`config.mk`:
```
export PLATFORM = sky130hd
export DESIGN_NAME = branchUnitTop
export DESIGN_NICKNAME = d
export VERILOG_FILES = /design/src/pcPkg.sv /design/src/isaPkg.sv /design/src/branchUnitTop.sv /design/src/pcUpdate.sv /design/src/branchResolve.sv /design/src/instrDecode.sv
export SDC_FILE = /design/constraint.sdc
export NUM_CORES = 1
export LEC_CHECK = 0
export BUFFER_PORTS_ARGS = -buffer_cell sky130_fd_sc_hd__buf_4
export CORE_MARGIN = 3
export CORE_UTILIZATION = 58
export CTS_CLUSTER_SIZE = 30
export DETAILED_ROUTE_END_ITERATION = 6
export HOLD_SLACK_MARGIN = 0.12
export PLACE_DENSITY = 0.95
export RECOVER_POWER = 25
export SYNTH_ARGS = -nofsm -noshare
export SYNTH_HDL_FRONTEND = slang
export SYNTH_SLANG_ARGS = --single-unit
```
`constraint.sdc`:
```
create_clock -name clk -period 8.5 [get_ports clk]
set_clock_uncertainty 0.2 [all_clocks]
set_input_delay 0 -clock clk [delete_from_list [all_inputs] [get_ports clk]]
set_output_delay 0 -clock clk [all_outputs]
set_load 0.05 [all_outputs]
```
`src/pcPkg.sv`:
```
// -------------------------------------------------
// Program counter constants
// Fetch starts at the boot ROM vector after reset
// Return address skips the delay slot (PC+8)
// -------------------------------------------------
`default_nettype none

package pcPkg;

    localparam int ADDR_W = 32;  // Data and address width

    // Fetch PC out of reset
    localparam logic [ADDR_W-1:0] RESET_PC = 32'hBFC00000;

    // Register written by JAL, BGEZAL and BLTZAL
    localparam logic [4:0] LINK_REG = 5'd31;

    // Sequential fetch step, one word
    localparam logic [ADDR_W-1:0] PC_STEP = 32'd4;

    // Return address offset past the delay slot
    localparam logic [ADDR_W-1:0] RET_OFFSET = 32'd8;

endpackage

`default_nettype wire

```
`src/isaPkg.sv`:
```
// -------------------------------------------------
// MIPS-style jump and branch encodings
// Only the REGIMM, J, JAL and compare-branch major
// opcodes are covered; JR/JALR are not decoded
// Internal op codes are private to the execute stage
// -------------------------------------------------
`default_nettype none

package isaPkg;

    // -------------------------------------------------
    // Major opcodes, bits 31:26
    // -------------------------------------------------
    localparam logic [5:0] OP_REGIMM = 6'd1;  // Branch kind sits in rt
    localparam logic [5:0] OP_J      = 6'd2;
    localparam logic [5:0] OP_JAL    = 6'd3;
    localparam logic [5:0] OP_BEQ    = 6'd4;
    localparam logic [5:0] OP_BNE    = 6'd5;
    localparam logic [5:0] OP_BLEZ   = 6'd6;
    localparam logic [5:0] OP_BGTZ   = 6'd7;

    // REGIMM sub-codes in the rt field
    localparam logic [4:0] RT_BLTZ   = 5'd0;
    localparam logic [4:0] RT_BGEZ   = 5'd1;
    localparam logic [4:0] RT_BLTZAL = 5'd16;
    localparam logic [4:0] RT_BGEZAL = 5'd17;

    // -------------------------------------------------
    // Internal branch operations
    // -------------------------------------------------
    localparam logic [3:0] BR_J      = 4'd0;
    localparam logic [3:0] BR_JAL    = 4'd1;
    localparam logic [3:0] BR_BEQ    = 4'd2;
    localparam logic [3:0] BR_BNE    = 4'd3;
    localparam logic [3:0] BR_BGEZ   = 4'd4;
    localparam logic [3:0] BR_BGEZAL = 4'd5;
    localparam logic [3:0] BR_BGTZ   = 4'd6;
    localparam logic [3:0] BR_BLEZ   = 4'd7;
    localparam logic [3:0] BR_BLTZ   = 4'd8;
    localparam logic [3:0] BR_BLTZAL = 4'd9;

    // -------------------------------------------------
    // Instruction word views
    // -------------------------------------------------

    // Immediate form, used by BEQ/BNE, compares and REGIMM
    typedef struct packed {
        logic [5:0]  op;
        logic [4:0]  rs;
        logic [4:0]  rt;   // Second source or REGIMM sub-code
        logic [15:0] imm;  // Word offset, signed
    } iFormat;

    // Jump form, used by J and JAL
    typedef struct packed {
        logic [5:0]  op;
        logic [25:0] target;  // Word index inside the 256 MB region
    } jFormat;

    // Same 32 bits, decoded either way
    typedef union packed {
        iFormat iView;
        jFormat jView;
    } instrWord;

endpackage

`default_nettype wire
```
`src/branchUnitTop.sv`:
```
// -------------------------------------------------
// Execute-stage control flow, top level
// Results appear 2 edges after instrValid
// One instruction per cycle at most, no stall input
// -------------------------------------------------
`timescale 1ns/100ps
`default_nettype none

module branchUnitTop
    import isaPkg::*;
    import pcPkg::*;
(
    input  wire logic              clk,
    input  wire logic              arstN,
    input  wire logic              instrValid,
    input  wire instrWord          instr,
    input  wire logic [ADDR_W-1:0] pcIn,
    input  wire logic [ADDR_W-1:0] regA,
    input  wire logic [ADDR_W-1:0] regB,
    output logic [ADDR_W-1:0]      pcOut,
    output logic                   outValid,
    output logic                   taken,
    output logic                   linkWe,
    output logic [4:0]             linkAddr,
    output logic [ADDR_W-1:0]      linkData
);

    // Execute-stage register outputs
    logic              exValid;
    logic [3:0]        exOp;
    logic              exEnable;
    logic              exLink;
    logic [ADDR_W-1:0] exPc;
    logic [ADDR_W-1:0] exA;
    logic [ADDR_W-1:0] exB;
    logic [ADDR_W-1:0] exOffset;

    // Resolved result
    logic              resTaken;
    logic [ADDR_W-1:0] resTarget;
    logic [ADDR_W-1:0] resRet;
    logic              resLink;

    instrDecode decode0 (
        .clk        (clk),
        .arstN      (arstN),
        .instrValid (instrValid),
        .instr      (instr),
        .pcIn       (pcIn),
        .regA       (regA),
        .regB       (regB),
        .exValid    (exValid),
        .exOp       (exOp),
        .exEnable   (exEnable),
        .exLink     (exLink),
        .exPc       (exPc),
        .exA        (exA),
        .exB        (exB),
        .exOffset   (exOffset)
    );

    branchResolve resolve0 (
        .exEnable  (exEnable),
        .exOp      (exOp),
        .exPc      (exPc),
        .exA       (exA),
        .exB       (exB),
        .exOffset  (exOffset),
        .exLink    (exLink),
        .resTaken  (resTaken),
        .resTarget (resTarget),
        .resRet    (resRet),
        .resLink   (resLink)
    );

    pcUpdate update0 (
        .clk       (clk),
        .arstN     (arstN),
        .exValid   (exValid),
        .resTaken  (resTaken),
        .resTarget (resTarget),
        .exPc      (exPc),
        .resRet    (resRet),
        .resLink   (resLink),
        .pcOut     (pcOut),
        .outValid  (outValid),
        .taken     (taken),
        .linkWe    (linkWe),
        .linkAddr  (linkAddr),
        .linkData  (linkData)
    );

endmodule

`default_nettype wire

```
`src/pcUpdate.sv`:
```
// -------------------------------------------------
// Fetch PC register and result outputs
// pcOut moves only on a valid result, else holds
// All outputs are strobes, no back-pressure
// linkAddr/linkData only meaningful with linkWe
// -------------------------------------------------
`timescale 1ns/100ps
`default_nettype none

module pcUpdate
    import pcPkg::*;
(
    input  wire logic              clk,
    input  wire logic              arstN,
    input  wire logic              exValid,
    input  wire logic              resTaken,
    input  wire logic [ADDR_W-1:0] resTarget,
    input  wire logic [ADDR_W-1:0] exPc,
    input  wire logic [ADDR_W-1:0] resRet,
    input  wire logic              resLink,
    output logic [ADDR_W-1:0]      pcOut,
    output logic                   outValid,
    output logic                   taken,
    output logic                   linkWe,
    output logic [4:0]             linkAddr,
    output logic [ADDR_W-1:0]      linkData
);

    logic [ADDR_W-1:0] nextPc;

    // Redirect or fall through to the next word
    assign nextPc = resTaken ? resTarget : exPc + PC_STEP;

    // -------------------------------------------------
    // Fetch PC and strobes
    // -------------------------------------------------
    always_ff @(posedge clk or negedge arstN)
    begin
        if (!arstN)
        begin
            pcOut    <= RESET_PC;
            outValid <= 1'b0;
            taken    <= 1'b0;
            linkWe   <= 1'b0;
        end
        else
        begin
            outValid <= exValid;
            taken    <= exValid && resTaken;
            linkWe   <= exValid && resLink;  // Taken or not
            if (exValid)
                pcOut <= nextPc;
        end
    end

    // Link write payload
    always_ff @(posedge clk)
    begin
        if (exValid && resLink)
        begin
            linkAddr <= LINK_REG;
            linkData <= resRet;
        end
    end

    linkOnlyWithResult: assert property (@(posedge clk) disable iff (!arstN)
        linkWe |-> outValid)
        else $error("linkWe without outValid");

endmodule

`default_nettype wire

```
`src/branchResolve.sv`:
```
// -------------------------------------------------
// Branch resolution, purely combinational
// Branch target is exPc plus offset*4, relative to
// the branch itself, not to the delay slot
// Jumps keep the upper 4 bits of exPc
// -------------------------------------------------
`timescale 1ns/100ps
`default_nettype none

module branchResolve
    import isaPkg::*;
    import pcPkg::*;
(
    input  wire logic              exEnable,
    input  wire logic [3:0]        exOp,
    input  wire logic [ADDR_W-1:0] exPc,
    input  wire logic [ADDR_W-1:0] exA,
    input  wire logic [ADDR_W-1:0] exB,
    input  wire logic [ADDR_W-1:0] exOffset,
    input  wire logic              exLink,
    output logic                   resTaken,
    output logic [ADDR_W-1:0]      resTarget,
    output logic [ADDR_W-1:0]      resRet,
    output logic                   resLink
);

    logic signed [ADDR_W-1:0] aSigned;
    logic [ADDR_W-1:0]        jumpTarget;
    logic [ADDR_W-1:0]        branchTarget;
    logic                     condMet;

    assign aSigned = exA;  // Compares against zero are signed

    // -------------------------------------------------
    // Candidate targets
    // -------------------------------------------------
    assign jumpTarget   = {exPc[ADDR_W-1:ADDR_W-4], exOffset[25:0], 2'b00};
    assign branchTarget = exPc + {exOffset[ADDR_W-3:0], 2'b00};

    // Branch condition per operation
    always_comb
    begin
        condMet = 1'b0;
        case (exOp)
            BR_J,
            BR_JAL:    condMet = 1'b1;
            BR_BEQ:    condMet = (exA == exB);
            BR_BNE:    condMet = (exA != exB);
            BR_BGEZ,
            BR_BGEZAL: condMet = (aSigned >= 0);
            BR_BGTZ:   condMet = (aSigned > 0);
            BR_BLEZ:   condMet = (aSigned <= 0);
            BR_BLTZ,
            BR_BLTZAL: condMet = (aSigned < 0);
            default:   condMet = 1'b0;
        endcase
    end

    // -------------------------------------------------
    // Outcome
    // -------------------------------------------------
    always_comb
    begin
        resTaken  = 1'b0;
        resTarget = exPc;  // Not taken stays at the branch PC
        if (exEnable && condMet)
        begin
            resTaken = 1'b1;
            if (exOp == BR_J || exOp == BR_JAL)
                resTarget = jumpTarget;
            else
                resTarget = branchTarget;
        end
    end

    assign resRet  = exPc + RET_OFFSET;  // Skip the delay slot
    assign resLink = exLink;

    // Taken must never come from a non-branch word
    always_comb
    begin
        takenNeedsEnable: assert final (!resTaken || exEnable)
            else $error("resTaken without exEnable");
    end

endmodule

`default_nettype wire

```
`src/instrDecode.sv`:
```
// -------------------------------------------------
// Decode and execute-stage register
// Operands arrive already read from the register file
// Unknown opcodes pass through with exEnable low
// Payload registers load on every edge, no stall
// -------------------------------------------------
`timescale 1ns/100ps
`default_nettype none

module instrDecode
    import isaPkg::*;
    import pcPkg::*;
(
    input  wire logic              clk,
    input  wire logic              arstN,
    input  wire logic              instrValid,
    input  wire instrWord          instr,
    input  wire logic [ADDR_W-1:0] pcIn,
    input  wire logic [ADDR_W-1:0] regA,
    input  wire logic [ADDR_W-1:0] regB,
    output logic                   exValid,
    output logic [3:0]             exOp,
    output logic                   exEnable,
    output logic                   exLink,
    output logic [ADDR_W-1:0]      exPc,
    output logic [ADDR_W-1:0]      exA,
    output logic [ADDR_W-1:0]      exB,
    output logic [ADDR_W-1:0]      exOffset
);

    logic [3:0]        decOp;
    logic              decEnable;
    logic              decLink;
    logic [ADDR_W-1:0] decOffset;

    // -------------------------------------------------
    // Opcode decode
    // -------------------------------------------------
    always_comb
    begin
        decOp     = BR_J;
        decEnable = 1'b1;
        decLink   = 1'b0;
        // Branch offset by default, sign extended
        decOffset = {{(ADDR_W-16){instr.iView.imm[15]}}, instr.iView.imm};

        case (instr.jView.op)
            OP_J:
            begin
                decOp     = BR_J;
                decOffset = {{(ADDR_W-26){1'b0}}, instr.jView.target};
            end
            OP_JAL:
            begin
                decOp     = BR_JAL;
                decLink   = 1'b1;
                decOffset = {{(ADDR_W-26){1'b0}}, instr.jView.target};
            end
            OP_BEQ:  decOp = BR_BEQ;
            OP_BNE:  decOp = BR_BNE;
            OP_BLEZ: decOp = BR_BLEZ;
            OP_BGTZ: decOp = BR_BGTZ;
            OP_REGIMM:
            begin
                case (instr.iView.rt)  // Sub-code picks the compare
                    RT_BLTZ:   decOp = BR_BLTZ;
                    RT_BGEZ:   decOp = BR_BGEZ;
                    RT_BLTZAL:
                    begin
                        decOp   = BR_BLTZAL;
                        decLink = 1'b1;
                    end
                    RT_BGEZAL:
                    begin
                        decOp   = BR_BGEZAL;
                        decLink = 1'b1;
                    end
                    default: decEnable = 1'b0;
                endcase
            end
            default: decEnable = 1'b0;  // Not a jump or branch
        endcase
    end

    // Control flags
    always_ff @(posedge clk or negedge arstN)
    begin
        if (!arstN)
        begin
            exValid  <= 1'b0;
            exEnable <= 1'b0;
            exLink   <= 1'b0;
        end
        else
        begin
            exValid  <= instrValid;
            exEnable <= decEnable;
            exLink   <= decLink;
        end
    end

    // Payload
    always_ff @(posedge clk)
    begin
        exOp     <= decOp;
        exPc     <= pcIn;
        exA      <= regA;
        exB      <= regB;
        exOffset <= decOffset;
    end

    // A link write only ever comes from a recognized branch
    linkNeedsEnable: assert property (@(posedge clk) disable iff (!arstN)
        exLink |-> exEnable)
        else $error("exLink set for a non-branch opcode");

endmodule

`default_nettype wire

```
==> results of run 1 <==
-- synthesized netlist by cell type, types with 2 or more instances --
cell	instances
dfxtp_1	127
a21o_2	3
nor2_1	66
a211oi_1	16
o21bai_1	5
buf_4	6
nor2b_1	2
inv_1	18
o31a_1	3
mux2i_1	6
a221oi_1	2
o41ai_1	2
o211ai_1	2
dfstp_2	9
and3_1	8
nand4_1	16
nor4_1	21
xnor2_1	33
a22o_1	4
and4_1	2
nand3_2	2
nand3_1	21
nor4b_1	3
edfxtp_1	32
a21oi_1	52
a221o_1	6
o22ai_1	6
buf_2	4
nand2_1	53
mux2_2	10
and2_1	6
nand2b_1	4
or3_1	5
nor3_1	8
clkbuf_8	4
ha_1	31
a31oi_1	7
and2_2	2
a21o_1	24
o21ai_0	23
dfrtp_1	29
clkbuf_1	18
o21ai_1	4
xor2_1	75
-- stage by stage --
stage	area [sq um]	setup slack (ns)	hold slack, ns	util
after floorplan	8600	5.70	-0.496	-
after global placement	10200	5.15	-0.189	0.715
after detailed placement	10200	5.03	-0.180	0.715
-- cell families after synthesis --
kind of cell	count (synthesis)	share of synthesized area
adders and majority gates	32	0.0475
DFF	197	0.520
muxes	16	0.0201
xor gates and xnor gates	108	0.110
buffers and inverters	50	0.0297
and+or+nand+nor	227	0.133
AOI/OAI and AO/OA	177	0.139
other	1	0.000437
==> key figures, run 1 <==
Run status
  • Err: [ERROR RSZ-0060] Max buffer count reached.
  • Stage reached: clock tree synthesis (4_1_cts)
  • Status: stopped before the end

Clock tree
  • Clock Tree Root: clkbuf_16
  • H-Tree Depth: 4
  • Resized Gates After CTS: 0
  • Total CTS buffers: 17
  • # Post-CTS Setup Buffers: 0
  • CTS max path bufs: 2
  • CTS Sinks: 197
  • CTS Hold Buffers Added: 241

Yosys
  • Cells after Synth: 808
  • Syn Std Cell Area: 8590 sq um
  • Synth async-reset ratio: 0.193
  • Synth Warn #: 0
  • Syn Area/Cell: 10.6 sq um
  • Number of flops mapped to enable cells by yosys: 32
  • Post-synth top area cell: dfxtp_1
  • Yosys top cell area share: 0.296
  • Register bit total from synthesis: 197
  • Largest cells by area after synthesis: dfxtp_1, edfxtp_1, dfrtp_1
  • Predominant post-synthesis flop cell: dfxtp_1
  • Count of cell types in the netlist: 72
  • Seq/Total Area, Yosys: 0.520

Placement
  • HPWL after DPL: 17.0 mm
  • IO Port Bufs: 197
  • Final GP Congestion: 0.906
  • Placed Cells: 1161

Floorplanning
  • Die extent in x: 128 microns
  • Die Span Y: 128 microns
  • FP Rows: 43
  • I/O pin count: 203
  • Effective utilization at floorplan: 0.605
==> run 2, diff against run 1 <==
--- a/config.mk
+++ b/config.mk
@@ -7,11 +7,9 @@
 export LEC_CHECK = 0
 export BUFFER_PORTS_ARGS = -buffer_cell sky130_fd_sc_hd__buf_4
 export CORE_MARGIN = 3
-export CORE_UTILIZATION = 58
-export CTS_CLUSTER_SIZE = 30
+export CORE_UTILIZATION = 40
 export DETAILED_ROUTE_END_ITERATION = 6
-export HOLD_SLACK_MARGIN = 0.12
-export PLACE_DENSITY = 0.95
+export PLACE_DENSITY_LB_ADDON = 0.15
 export RECOVER_POWER = 25
 export SYNTH_ARGS = -nofsm -noshare
 export SYNTH_HDL_FRONTEND = slang
==> run 2 against run 1 <==
The flow now finishes, with violations (capacitance limit, slew limit); synthesized area is the same; synthesized cell count is the same.
==> key figures, run 2 <==
STA
  • Max Freq: 0.274 GHz
  • Final period utilization: 0.429
  • Fin worst setup slack: 4.86 ns
  • Max-slew violations: 34
  • Rel. slew slack: -0.156
  • Worst slew pin tran: 1.73 ns
  • Unrepaired setup endpoints after global routing: false
  • Fin Hold WS: 0.0265 ns
  • Final Hold Fails: 0
  • Fin crit period: 3.64 ns
  • Final setup viols: 0
  • Setup TNS: 0 ns

Power
  • PwrDens: 182 nW/um^2
  • Peak supply drop: 0.108 mV
  • Lkg Pwr: 5.77 nW

Global route
  • Overflow after GRT: 0
  • First-pass GRT wire length: 44.2 mm
  • Vias in the first global route: 8182
  • Initial antenna violation count: 2
  • Largest net degree at the start of global routing: 34
  • GRT Total Usage: 0.240

Yosys
  • Yosys top cell area share: 0.296 (unchanged)
  • Mux cell area share after synthesis: 0.0201 (unchanged)
  • Predominant post-synthesis flop cell: dfxtp_1
  • Simple-Gate Fraction of Synth Area: 0.133 (unchanged)
  • Cell with the most instances after synthesis: dfxtp_1
  • Largest family of logic cells by synthesized area: compound AO/OA/AOI/OAI gates
  • Count of cell types in the netlist: 72 (unchanged)
  • Seq/Total Area, Yosys: 0.520 (unchanged)
  • Synth async-reset ratio: 0.193 (unchanged)
  • Cells after Synth: 808 (unchanged)
  • Commonest cells in the netlist: dfxtp_1, xor2_1, nor2_1
  • Number of flops mapped to enable cells by yosys: 32 (unchanged)
  • Adder-Cell Fraction of Synth Area: 0.0475 (unchanged)
  • Synth Warn #: 0 (unchanged)
  • Post-Synth XOR/XNOR Area: 0.110 (unchanged)
  • Post-synth top area cell: dfxtp_1
  • Syn Std Cell Area: 8590 sq um (unchanged)
  • Syn Area/Cell: 10.6 sq um (unchanged)
  • Largest cells by area after synthesis: dfxtp_1, edfxtp_1, dfrtp_1
  • Register bit total from synthesis: 197 (unchanged)
  • Synth Area in Compound Gates: 0.139 (unchanged)

Route
  • M1 WL: 11.8 mm
  • Metal3 WL: 1.31 mm
  • Via count: 7814
  • Routed wire length: 28.1 mm
  • Pre-antenna DRT Iters: 4
  • Via/cell ratio: 5.11
  • Met2 wire len: 14.3 mm
  • Initial drt markers: 481
  • Number of remaining DRC errors: 0
  • Wire per inst: 18.4 microns
  • Post-route ant nets: 0
  • Max Used Layer: met4

Floorplanning
  • Die Span Y: 153 microns (+19%)
  • Die area: 23300 sq um
  • Core footprint: 20700 sq um
  • I/O pin count: 203 (unchanged)
  • Die extent in x: 153 microns (+19%)
  • FP Rows: 52 (+21%)
  • Effective utilization at floorplan: 0.415 (-0.190)

Hold path
  • Hold Path Class: input port to register
  • Worst Hold Depth: 2
  • Hold EP: decode0.exB[31]$_DFF_P_
  • Hold_sp: regB[31]

Placement
  • Pre-CTS setup slack: 4.89 ns (-0.144 ns)
  • Final GP Congestion: 0.843 (-6.9%)
  • HPWL after DPL: 17.3 mm (+1.7%)
  • IO Port Bufs: 197 (unchanged)
  • Placed Cells: 1253 (+7.9%)

Cells and area
  • Count of filler cells inserted in the layout: 1600
  • Final nets: 1407
  • Commonest non-fill, non-tap cells in the layout: dlygate4sd3_1, buf_4, dfxtp_1
  • Layout Cells excl Fill: 1529
  • Multi-input gate area: 3890 sq um
  • Commonest non-fill, non-tap cell in the layout: dlygate4sd3_1
  • Layout area overhead: 55.8%
  • Reg area: 4470 sq um
  • Fraction of layout instances using a drive strength above 1: 0.220

Setup path
  • CP max stage delay: 0.81 ns
  • R2R Setup Slk: 4.86 ns
  • R2R depth: 11
  • Worst R2R End: update0.pcOut[26]$_DFFE_PN1P_
  • Crit path launch type: register
  • WP data arrival: 3.82 ns
  • Crit Path Class: register to register
  • WP data required: 8.67 ns
  • Worst-path fanout max: 17
  • Origin of the critical flop-to-flop path: decode0.exPc[2]$_DFF_P_
  • Critical-path cell list: ha_1 -> fa_1 -> a211oi_1 -> o21bai_1 -> nand4_1 -> a211oi_1 -> o21ai_0 -> o22ai_1 -> nor2_1 -> xor2_1 -> a211oi_1
  • Crit end category: register
  • CP max-delay cell: dfxtp_1
  • Cell mode on critical path: a211oi_1

Clock tree
  • Skew-Pair Late Insertion Delay: 0.46 ns
  • Total CTS buffers: 17 (unchanged)
  • CTS tree: done
  • CTS Sinks: 197 (unchanged)
  • H-Tree Depth: 4 (unchanged)
  • CTS max path bufs: 2 (unchanged)
  • # Post-CTS Setup Buffers: 0 (unchanged)
  • Clock Tree Root: clkbuf_16
  • Clk pin slew, worst setup/hold paths: 0.10 ns
  • Resized Gates After CTS: 0 (unchanged)

Run status
  • Failing checks: capacitance limit, slew limit
  • Status: finished, violations left

Run
  • Max_cap viols: 1
-- run 2: cell counts after synthesis --
No cell type changed its count.
-- run 2: where the power goes --
| group | switching (mW) | internal, mW | leakage (nW) |
|---|---|---|---|
| Combinational | 0.234 | 0.227 | 3.64 |
| Sequential | 0.0524 | 1.00 | 1.81 |
| Clock | 0.486 | 0.433 | 0.324 |
| Total | 0.773 | 1.66 | 5.77 |
-- run 2: cell families (layout without fill, tap and decap cells) --
kind of cell	count (synthesis)	count (layout)
xor+xnor	108	108
compound gates	177	177
mux	16	16
flops	197	197
buf+inv	50	495
simple gates	227	227
other cells	1	7
fa+ha+maj	32	32
-- run 2: routing by layer --
metal,up-vias,global-route usage
met4,0,0.0764
li1,3768,-
met2,229,0.429
met5,-,0
met1,3768,0.291
met3,49,0.0477
-- run 2: per-stage QoR --
step | total power, mW | area [sq um] | utilization
CTS | 2.43 | 13400 | 0.647
global route | 2.53 | 13400 | 0.647
global placement | 1.44 | 10300 | 0.497
finish | 2.44 | 13400 | 0.647
detailed placement | 1.44 | 10300 | 0.497
floorplan | 1.30 | 8600 | -
-- run 2: timing repair --
action	4_1_cts	5_1_grt
endpoints found under the hold margin	168	0
setup endpoints to repair	0	0
hold buffers	242	0
-- run 2: layout make-up --
| class | instances | area share |
|---|---|---|
| timing repair buffer | 445 | 0.295 |
| inverter | 18 | 0.00505 |
| sequential | 197 | 0.334 |
| clock inverter | 15 | 0.0180 |
| antenna | 2 | 0.000374 |
| clock buffer | 17 | 0.0318 |
| tap | 270 | 0.0252 |
| multi-input combinational | 565 | 0.291 |
-- run 2: critical path, delay by kind of cell, from the launching register on --
kind,cells,cell delay [ns]
DFF,1,0.81
and+or+nand+nor,2,0.26
adders and majority gates,2,0.61
xor gates and xnor gates,1,0.15
AOI/OAI and AO/OA,6,1.54
-- run 2: how the worst max path moves through the flow --
stage                                        from  cells past startpoint  slack [ns]                       endpoint
after floorplan           decode0.exPc[2]$_DFF_P_                     11        5.70  update0.pcOut[14]$_DFFE_PN0P_
after global placement    decode0.exPc[2]$_DFF_P_                     11        4.92  update0.pcOut[26]$_DFFE_PN1P_
after detailed placement  decode0.exPc[2]$_DFF_P_                     11        4.89  update0.pcOut[26]$_DFFE_PN1P_
after CTS                 decode0.exPc[2]$_DFF_P_                     11        4.85  update0.pcOut[26]$_DFFE_PN1P_
after global routing      decode0.exPc[2]$_DFF_P_                     11        4.57  update0.pcOut[26]$_DFFE_PN1P_
final                     decode0.exPc[2]$_DFF_P_                     11        4.86  update0.pcOut[26]$_DFFE_PN1P_
Note: power is estimated with default switching activity, not from simulation.
